<file path="config.mk">
export PLATFORM = sky130hd
export DESIGN_NAME = issue_top
export DESIGN_NICKNAME = d
export VERILOG_FILES = /design/src/logic/ooo_cfg_pkg.sv /design/src/logic/ooo_types_pkg.sv /design/src/logic/cdb_arbiter.sv /design/src/logic/int_exec_unit.sv /design/src/logic/issue_cfg_regs.sv /design/src/logic/issue_station.sv /design/src/logic/issue_top.sv /design/src/logic/mul_unit.sv
export SDC_FILE = /design/constraint.sdc
export NUM_CORES = 2
export LEC_CHECK = 0
export ABC_AREA = 1
export BUFFER_PORTS_ARGS = -buffer_cell sky130_fd_sc_hd__buf_4
export CORE_MARGIN = 1.5
export CORE_UTILIZATION = 40
export DETAILED_ROUTE_END_ITERATION = 16
export GPL_TIMING_DRIVEN = 0
export PLACE_DENSITY = 0.65
export SYNTH_ARGS = -nofsm -noshare
export SYNTH_HDL_FRONTEND = slang
export SYNTH_HIERARCHICAL = 1
export SYNTH_SLANG_ARGS = --single-unit
</file>
<file path="constraint.sdc">
create_clock -name clk -period 17.4 [get_ports clk]
set_input_delay 2.61 -clock clk [delete_from_list [all_inputs] [get_ports clk]]
set_output_delay 2.61 -clock clk [all_outputs]
set_load 0.02 [all_outputs]
</file>
<file path="src/logic/ooo_cfg_pkg.sv">
package ooo_cfg_pkg;

    // byte offset inside the register block
    typedef logic [7:0] apb_addr_t;

    typedef struct packed {
        logic        psel;
        logic        penable;
        logic        pwrite;
        apb_addr_t   paddr;
        logic [31:0] pwdata;
    } apb_req_t;

    typedef struct packed {
        logic        pready;
        logic [31:0] prdata;
        logic        pslverr;
    } apb_rsp_t;

    // bit 0 issue enable, bit 1 flush strobe
    parameter apb_addr_t REG_CTRL   = 8'h00;
    // per class issue enable, alu mul br
    parameter apb_addr_t REG_MASK   = 8'h04;
    // broadcast count, write clears
    parameter apb_addr_t REG_COUNT  = 8'h08;
    // occupied slots
    parameter apb_addr_t REG_STATUS = 8'h0C;

    // mask already and-ed with the global enable
    typedef struct packed {
        logic [2:0] issue_mask;
        logic       flush;
    } cfg_t;

endpackage

</file>
<file path="src/logic/ooo_types_pkg.sv">
package ooo_types_pkg;

    // one slot and one lane per class
    parameter int NUM_CLASSES = 3;

    // plain data word
    typedef logic [31:0] word_t;

    // rob index naming the producer of a value
    typedef logic [4:0] rob_tag_t;

    // class encoding doubles as slot and lane index
    typedef enum logic [1:0] {
        CLASS_ALU = 2'd0,
        CLASS_MUL = 2'd1,
        CLASS_BR  = 2'd2
    } op_class_t;

    typedef enum logic [2:0] {
        ALU_ADD,
        ALU_SUB,
        ALU_AND,
        ALU_OR,
        ALU_XOR,
        ALU_SLL,
        ALU_SRL,
        ALU_SLT
    } alu_op_t;

    // result word is 1 when taken
    typedef enum logic [1:0] {
        BR_EQ,
        BR_NE,
        BR_LT,
        BR_LTU
    } br_op_t;

    // either a value (ready) or the tag it waits on
    typedef struct packed {
        logic     ready;
        rob_tag_t tag;
        word_t    value;
    } operand_t;

    // decoded instruction at the dispatch port
    typedef struct packed {
        op_class_t op_class;
        alu_op_t   alu_op;
        br_op_t    br_op;
        rob_tag_t  dest;
        operand_t  src1;
        operand_t  src2;
    } dispatch_t;

    // slot to lane, operands resolved
    typedef struct packed {
        logic     valid;
        alu_op_t  alu_op;
        br_op_t   br_op;
        rob_tag_t dest;
        word_t    op_a;
        word_t    op_b;
    } issue_t;

    // one broadcast result, also a lane result
    typedef struct packed {
        logic     valid;
        rob_tag_t tag;
        word_t    data;
    } cdb_t;

endpackage

</file>
<file path="src/logic/cdb_arbiter.sv">
`timescale 1ns/1ps

module cdb_arbiter
    import ooo_types_pkg::*;
(
    input  cdb_t alu_res,
    input  cdb_t mul_res,
    input  cdb_t br_res,
    output logic alu_grant,
    output logic mul_grant,
    output logic br_grant,
    output cdb_t cdb
);

    // fixed order, mul first since it stalls the longest pipe
    assign mul_grant = mul_res.valid;
    assign alu_grant = alu_res.valid && !mul_res.valid;
    assign br_grant  = br_res.valid && !mul_res.valid && !alu_res.valid;

    // one winner at most, idle bus is all zero
    always_comb begin
        if (mul_grant) begin
            cdb = mul_res;
        end else if (alu_grant) begin
            cdb = alu_res;
        end else if (br_grant) begin
            cdb = br_res;
        end else begin
            cdb = '0;
        end
    end

endmodule

</file>
<file path="src/logic/int_exec_unit.sv">
`timescale 1ns/1ps

module int_exec_unit
    import ooo_types_pkg::*;
(
    input  logic   clk,
    input  logic   rst_n,
    input  logic   flush,
    input  issue_t alu_in,
    input  issue_t br_in,
    output logic   alu_ready,
    output logic   br_ready,
    output cdb_t   alu_res,
    output cdb_t   br_res,
    input  logic   alu_grant,
    input  logic   br_grant
);

    // lane index into the holding arrays
    localparam int LANE_ALU = 0;
    localparam int LANE_BR  = 1;

    word_t      alu_word;
    logic       br_taken;
    logic [1:0] in_vld;
    logic [1:0] grant;
    logic [1:0] lane_rdy;
    logic [1:0] hold_vld;
    rob_tag_t   in_tag [2];
    word_t      in_word [2];
    rob_tag_t   hold_tag [2];
    word_t      hold_word [2];

    always_comb begin
        case (alu_in.alu_op)
            ALU_ADD: alu_word = alu_in.op_a + alu_in.op_b;
            ALU_SUB: alu_word = alu_in.op_a - alu_in.op_b;
            ALU_AND: alu_word = alu_in.op_a & alu_in.op_b;
            ALU_OR:  alu_word = alu_in.op_a | alu_in.op_b;
            ALU_XOR: alu_word = alu_in.op_a ^ alu_in.op_b;
            // shift amount from the low five bits
            ALU_SLL: alu_word = alu_in.op_a << alu_in.op_b[4:0];
            ALU_SRL: alu_word = alu_in.op_a >> alu_in.op_b[4:0];
            default: alu_word = {31'b0, $signed(alu_in.op_a) < $signed(alu_in.op_b)};
        endcase
        case (br_in.br_op)
            BR_EQ:   br_taken = (br_in.op_a == br_in.op_b);
            BR_NE:   br_taken = (br_in.op_a != br_in.op_b);
            BR_LT:   br_taken = ($signed(br_in.op_a) < $signed(br_in.op_b));
            default: br_taken = (br_in.op_a < br_in.op_b);
        endcase
    end

    assign in_vld            = {br_in.valid, alu_in.valid};
    assign grant             = {br_grant, alu_grant};
    assign in_tag[LANE_ALU]  = alu_in.dest;
    assign in_tag[LANE_BR]   = br_in.dest;
    assign in_word[LANE_ALU] = alu_word;
    assign in_word[LANE_BR]  = {31'b0, br_taken};

    for (genvar k = 0; k < 2; k++) begin : g_lane
        // room when empty or leaving this cycle
        assign lane_rdy[k] = !hold_vld[k] || grant[k];

        always_ff @(posedge clk or negedge rst_n) begin
            if (!rst_n) begin
                hold_vld[k] <= 1'b0;
            end else if (flush) begin
                hold_vld[k] <= 1'b0;
            end else if (lane_rdy[k]) begin
                hold_vld[k] <= in_vld[k];
            end
        end

        always_ff @(posedge clk) begin
            if (lane_rdy[k] && in_vld[k]) begin
                hold_tag[k]  <= in_tag[k];
                hold_word[k] <= in_word[k];
            end
        end
    end

    assign alu_ready = lane_rdy[LANE_ALU];
    assign br_ready  = lane_rdy[LANE_BR];
    assign alu_res   = '{valid: hold_vld[LANE_ALU], tag: hold_tag[LANE_ALU],
                         data: hold_word[LANE_ALU]};
    assign br_res    = '{valid: hold_vld[LANE_BR], tag: hold_tag[LANE_BR],
                         data: hold_word[LANE_BR]};

endmodule

</file>
<file path="src/logic/issue_cfg_regs.sv">
`timescale 1ns/1ps

module issue_cfg_regs
    import ooo_types_pkg::*;
    import ooo_cfg_pkg::*;
(
    input  logic       clk,
    input  logic       rst_n,
    input  apb_req_t   apb_req,
    output apb_rsp_t   apb_rsp,
    input  logic       cdb_valid,
    input  logic [2:0] occupied,
    output cfg_t       cfg
);

    logic       access;
    logic       wr_en;
    logic       issue_en;
    logic [2:0] mask_q;
    logic       flush_q;
    word_t      count_q;

    // access phase, no wait states
    assign access = apb_req.psel && apb_req.penable;
    assign wr_en  = access && apb_req.pwrite;

    always_ff @(posedge clk or negedge rst_n) begin
        if (!rst_n) begin
            issue_en <= 1'b0;
            mask_q   <= '0;
            flush_q  <= 1'b0;
            count_q  <= '0;
        end else begin
            // one-cycle strobe, stations clear on the next edge
            flush_q <= wr_en && (apb_req.paddr == REG_CTRL) && apb_req.pwdata[1];
            if (wr_en && (apb_req.paddr == REG_CTRL)) begin
                issue_en <= apb_req.pwdata[0];
            end
            if (wr_en && (apb_req.paddr == REG_MASK)) begin
                mask_q <= apb_req.pwdata[2:0];
            end
            // a clearing write beats a broadcast in the same cycle
            if (wr_en && (apb_req.paddr == REG_COUNT)) begin
                count_q <= '0;
            end else if (cdb_valid) begin
                count_q <= count_q + 32'd1;
            end
        end
    end

    always_comb begin
        apb_rsp.pready  = 1'b1;
        apb_rsp.pslverr = 1'b0;
        case (apb_req.paddr)
            // flush bit never reads back
            REG_CTRL:   apb_rsp.prdata = {31'b0, issue_en};
            REG_MASK:   apb_rsp.prdata = {29'b0, mask_q};
            REG_COUNT:  apb_rsp.prdata = count_q;
            REG_STATUS: apb_rsp.prdata = {29'b0, occupied};
            default: begin
                apb_rsp.prdata  = '0;
                apb_rsp.pslverr = access;
            end
        endcase
    end

    assign cfg.issue_mask = issue_en ? mask_q : 3'b000;
    assign cfg.flush      = flush_q;

endmodule

</file>
<file path="src/logic/issue_station.sv">
`timescale 1ns/1ps

module issue_station
    import ooo_types_pkg::*;
    import ooo_cfg_pkg::*;
(
    input  logic       clk,
    input  logic       rst_n,
    input  cfg_t       cfg,
    input  logic       dispatch_valid,
    input  dispatch_t  dispatch,
    output logic [2:0] dispatch_ready,
    input  cdb_t       cdb,
    input  logic [2:0] lane_ready,
    output issue_t     issue [NUM_CLASSES],
    output logic [2:0] occupied
);

    // slot payload, class is implied by the slot index
    typedef struct packed {
        alu_op_t  alu_op;
        br_op_t   br_op;
        rob_tag_t dest;
        operand_t src1;
        operand_t src2;
    } slot_t;

    logic [2:0] slot_vld;
    slot_t      slot_q [NUM_CLASSES];
    logic [2:0] accept;
    logic [2:0] complete;
    logic [2:0] fire;

    // pick up a broadcast word when the operand waits on that tag
    function automatic operand_t wake(operand_t op, cdb_t bus);
        operand_t res;
        res = op;
        if (!op.ready && bus.valid && (bus.tag == op.tag)) begin
            res.ready = 1'b1;
            res.value = bus.data;
        end
        return res;
    endfunction

    // empty slot means ready, taken from registered state only
    assign dispatch_ready = ~slot_vld;
    assign occupied       = slot_vld;

    always_comb begin
        for (int i = 0; i < NUM_CLASSES; i++) begin
            // accept only into the slot of the instruction's class
            accept[i] = dispatch_valid && dispatch_ready[i] &&
                        (dispatch.op_class == op_class_t'(i));
            complete[i] = slot_vld[i] && slot_q[i].src1.ready && slot_q[i].src2.ready;
            // presented to the lane
            issue[i].valid  = complete[i] && cfg.issue_mask[i];
            issue[i].alu_op = slot_q[i].alu_op;
            issue[i].br_op  = slot_q[i].br_op;
            issue[i].dest   = slot_q[i].dest;
            issue[i].op_a   = slot_q[i].src1.value;
            issue[i].op_b   = slot_q[i].src2.value;
            // taken by the lane this edge
            fire[i] = issue[i].valid && lane_ready[i];
        end
    end

    // occupancy per slot
    always_ff @(posedge clk or negedge rst_n) begin
        if (!rst_n) begin
            slot_vld <= '0;
        end else if (cfg.flush) begin
            // flush drops everything, including a dispatch this cycle
            slot_vld <= '0;
        end else begin
            for (int i = 0; i < NUM_CLASSES; i++) begin
                if (accept[i]) begin
                    slot_vld[i] <= 1'b1;
                end else if (fire[i]) begin
                    slot_vld[i] <= 1'b0;
                end
            end
        end
    end

    // operand capture and wakeup
    always_ff @(posedge clk) begin
        for (int i = 0; i < NUM_CLASSES; i++) begin
            if (accept[i]) begin
                // dispatch-cycle bypass from the cdb
                slot_q[i].alu_op <= dispatch.alu_op;
                slot_q[i].br_op  <= dispatch.br_op;
                slot_q[i].dest   <= dispatch.dest;
                slot_q[i].src1   <= wake(dispatch.src1, cdb);
                slot_q[i].src2   <= wake(dispatch.src2, cdb);
            end else begin
                // harmless on an empty or issuing slot
                slot_q[i].src1 <= wake(slot_q[i].src1, cdb);
                slot_q[i].src2 <= wake(slot_q[i].src2, cdb);
            end
        end
    end

endmodule

</file>
<file path="src/logic/issue_top.sv">
`timescale 1ns/1ps

module issue_top
    import ooo_types_pkg::*;
    import ooo_cfg_pkg::*;
#(
    parameter int MUL_STAGES = 3
)(
    input  logic       clk,
    input  logic       rst_n,
    input  apb_req_t   apb_req,
    output apb_rsp_t   apb_rsp,
    input  logic       dispatch_valid,
    input  dispatch_t  dispatch,
    output logic [2:0] dispatch_ready,
    output cdb_t       cdb
);

    cfg_t       cfg;
    issue_t     issue [NUM_CLASSES];
    // bit order follows the class encoding
    logic [2:0] lane_ready;
    logic [2:0] occupied;
    cdb_t       alu_res;
    cdb_t       mul_res;
    cdb_t       br_res;
    logic       alu_grant;
    logic       mul_grant;
    logic       br_grant;

    issue_station u_station (
        .clk            (clk),
        .rst_n          (rst_n),
        .cfg            (cfg),
        .dispatch_valid (dispatch_valid),
        .dispatch       (dispatch),
        .dispatch_ready (dispatch_ready),
        // result bus doubles as wakeup
        .cdb            (cdb),
        .lane_ready     (lane_ready),
        .issue          (issue),
        .occupied       (occupied)
    );

    int_exec_unit u_int (
        .clk       (clk),
        .rst_n     (rst_n),
        .flush     (cfg.flush),
        .alu_in    (issue[CLASS_ALU]),
        .br_in     (issue[CLASS_BR]),
        .alu_ready (lane_ready[CLASS_ALU]),
        .br_ready  (lane_ready[CLASS_BR]),
        .alu_res   (alu_res),
        .br_res    (br_res),
        .alu_grant (alu_grant),
        .br_grant  (br_grant)
    );

    mul_unit #(
        .MUL_STAGES (MUL_STAGES)
    ) u_mul (
        .clk       (clk),
        .rst_n     (rst_n),
        .flush     (cfg.flush),
        .mul_in    (issue[CLASS_MUL]),
        .mul_ready (lane_ready[CLASS_MUL]),
        .mul_res   (mul_res),
        .mul_grant (mul_grant)
    );

    cdb_arbiter u_arb (
        .alu_res   (alu_res),
        .mul_res   (mul_res),
        .br_res    (br_res),
        .alu_grant (alu_grant),
        .mul_grant (mul_grant),
        .br_grant  (br_grant),
        .cdb       (cdb)
    );

    issue_cfg_regs u_regs (
        .clk       (clk),
        .rst_n     (rst_n),
        .apb_req   (apb_req),
        .apb_rsp   (apb_rsp),
        .cdb_valid (cdb.valid),
        .occupied  (occupied),
        .cfg       (cfg)
    );

endmodule

</file>
<file path="src/logic/mul_unit.sv">
`timescale 1ns/1ps

module mul_unit
    import ooo_types_pkg::*;
#(
    parameter int MUL_STAGES = 3
)(
    input  logic   clk,
    input  logic   rst_n,
    input  logic   flush,
    input  issue_t mul_in,
    output logic   mul_ready,
    output cdb_t   mul_res,
    input  logic   mul_grant
);

    logic [MUL_STAGES-1:0] stg_vld;
    rob_tag_t              stg_tag [MUL_STAGES];
    // stage 0 keeps the low partial, later stages the full low word
    word_t                 stg_word [MUL_STAGES];
    // upper partial, only its low half reaches the low word
    logic [15:0]           hi_part;
    logic                  advance;

    // whole pipe moves only when the last stage can drain
    assign advance   = !stg_vld[MUL_STAGES-1] || mul_grant;
    assign mul_ready = advance;

    always_ff @(posedge clk or negedge rst_n) begin
        if (!rst_n) begin
            stg_vld <= '0;
        end else if (flush) begin
            stg_vld <= '0;
        end else if (advance) begin
            stg_vld <= {stg_vld[MUL_STAGES-2:0], mul_in.valid};
        end
    end

    always_ff @(posedge clk) begin
        if (advance) begin
            // split b into halves, a*b_hi only matters mod 2^16
            stg_tag[0]  <= mul_in.dest;
            stg_word[0] <= mul_in.op_a * {16'b0, mul_in.op_b[15:0]};
            hi_part     <= mul_in.op_a[15:0] * mul_in.op_b[31:16];
            // recombine the partials
            stg_tag[1]  <= stg_tag[0];
            stg_word[1] <= stg_word[0] + {hi_part, 16'b0};
            for (int s = 2; s < MUL_STAGES; s++) begin
                stg_tag[s]  <= stg_tag[s-1];
                stg_word[s] <= stg_word[s-1];
            end
        end
    end

    assign mul_res = '{valid: stg_vld[MUL_STAGES-1], tag: stg_tag[MUL_STAGES-1],
                       data: stg_word[MUL_STAGES-1]};

endmodule

</file>
==> metrics.txt <==
status finished, violations left; failing checks DRC; Reg-to-Reg End u_mul/stg_word[0][28]; leakage 29.1 nW; Max Freq 0.130 GHz; ANT nets after route 0; setup bufs post-CTS 0; Setup crit end kind flop; vias in the first global route 44,067; Clock Path Buffers 3; Sink Count ~460; Initial Utilization 40.4%; DRT Pass-1 Iters 13; TritonCTS clock tree built; initial antenna violation count 30; crit path launch u_station/slot_q[1][3]; wire per inst 24.9 um; Max VDD drop 0.0839 mV; DR vias 46,051; Startpoint Class flop; Cell Pwr Density about 50 mW/mm2; Total Power around 2.8 mW; drt initial violations 4,778; Least-Margin Pin Slew 1.09 ns; max-cap check violation count 0; Post-Syn Instances around 6,700; DP Area 0.0538 mm2; Hold Crit Start u_mul/stg_word[0][40]; Clock Latency Late Sink 0.66 ns; syn avg cell area 7.48 um2; Area Growth Syn to Fin 10.9%; first-pass GRT wire length 306 mm; Hold/Removal Path Class flop to flop; Final Instance Area about 0.056 mm2; WHS Path Cells 0; Port Buffers 178; hold slack 0.418 ns; root buffer cell clkbuf_16; Layout Skew 0.0462 ns; share of layout cells above drive strength 1 11.8%; Place WS roughly 10 ns; Die Footprint 0.128 mm2; worst setup path category flop to flop; Post-Route WL 215 mm; R2R cell count 22; largest net degree at the start of global routing 111; Reg clk slew, reported paths 0.06 ns; hold endpoint u_mul/stg_word[0][72]; RSZ-0062 raised after global routing false; Cell Area, Synth 0.0502 mm2; dpl hpwl 179 mm; CORE AREA 0.124 mm2; synth warn 6; GRT overflow 0; TritonCTS Buffers 52; Final Max Slew Viols 0; post-layout min period slightly below 8 ns; # nets final just under 8,000; setup violators final 0; Chip Height between 300 and 400 um; worst-path maximum fanout 10; Fin Setup TNS 0 ns; DIE WIDTH 357 um; Critical Path AT 8.05 ns; fillcell total 12,690; H-tree Lvls 2; GRT Total Usage about a third; worst reg2reg startpoint u_station/slot_q[1][3]; final non-filler cell total 8,656; flop-to-flop setup slack 9.72 ns; DRC Markers 2; CTS resizes 0; # hold bufs at CTS 0; worst setup margin ~9.7 ns; placed cell count 8,555; global placement routability congestion 1.04; CP required 17.77 ns; I/O pin total 209; vias per cell 5.32; Final Hold Viols 0; fin crit share 44.2%; final core occ ~45%; num rows approximately 130; Slew headroom 27.4%
[report_power, final]
group | internal, mW | total (mW) | switching (mW)
sequential | 1.29 | 1.32 | 0.0356
combinational | 0.133 | 0.306 | 0.172
clock | 0.645 | 1.14 | 0.496
total | 2.07 | 2.77 | 0.704
[cells in the final DEF (no fill, tap or decap), types with 32 or more instances in the layout]
cell,count
buf_2,89
nand4_1,115
nor2_1,330
edfxtp_1,412
buf_4,487
ha_1,268
nand2_1,1875
clkbuf_16,52
clkbuf_1,108
conb_1,32
inv_1,1254
nand3_1,701
nor3_1,47
dfrtp_1,45
nand2_2,36
o21ai_0,121
a21oi_1,214
buf_1,34
fa_1,387
xor2_1,53
[registers in the layout, summed over array words and instances, names as in the netlist]
signal,count
u_mul/stg_vld,3
u_int/hold_word,33
u_regs/mask_q,3
u_mul/stg_tag,15
u_station/slot_q,248
u_int/alu_res,1
u_mul/stg_word,96
u_int/hold_tag,10
u_regs/count_q,32
u_mul/hi_part,16
u_regs/issue_en,1
u_int/br_res,1
u_station/occupied,3
u_regs/flush_q,1
[final cells by class]
type | instances | area [um2] | area share (%)
flip-flops and latches | 463 | 13600 | 24.5
multi-input cells | 4430 | 28300 | 50.9
repair buffers | 184 | 1460 | 2.63
clock buffers | 63 | 1400 | 2.52
clock inverters | 34 | 385 | 0.693
diodes | 4 | 10.0 | 0.0180
plain buffers | 560 | 3550 | 6.38
well taps | 1637 | 2050 | 3.68
inverters | 1281 | 4820 | 8.66
[per-layer routing]
| layer | wire length (um) | track usage, % | vias to the layer above | share of wire (%) |
|---|---|---|---|---|
| li1 | - | - | 21187 | - |
| met1 | 86500 | 43.4 | 22229 | 40 |
| met2 | 97200 | 53.1 | 2176 | 45 |
| met3 | 15900 | 4.57 | 447 | 7.4 |
| met4 | 15700 | 20.8 | 12 | 7.3 |
| met5 | 84 | 0 | - | 0.039 |
[how the worst max path moves through the flow]
| stage | depth (start not counted) | to | slack [ns] |
|---|---|---|---|
| after floorplan | 5 | apb_rsp[3] | 11.09 |
| after global placement | 22 | u_mul/stg_word[0][28] | 10.02 |
| after detailed placement | 20 | u_mul/stg_word[0][28] | 9.99 |
| after CTS | 22 | u_mul/stg_word[0][28] | 9.97 |
| after global routing | 22 | u_mul/stg_word[0][31] | 9.76 |
| final | 22 | u_mul/stg_word[0][28] | 9.72 |
[worst max-delay path, stage by stage (launching register included)]
cell	delay, ns
edfxtp_1	0.34
buf_4	0.12
clkbuf_1	0.62
buf_1	0.68
nand2_1	0.16
fa_1	0.52
inv_1	0.06
fa_1	0.53
inv_1	0.06
fa_1	0.53
inv_1	0.06
fa_1	0.51
fa_1	0.50
inv_1	0.05
fa_1	0.48
inv_1	0.05
ha_1	0.39
a21oi_1	0.42
o21ai_0	0.20
a21oi_1	0.16
nand3_1	0.21
a21oi_1	0.23
xor2_1	0.54
(Power assumes the default switching activity.)
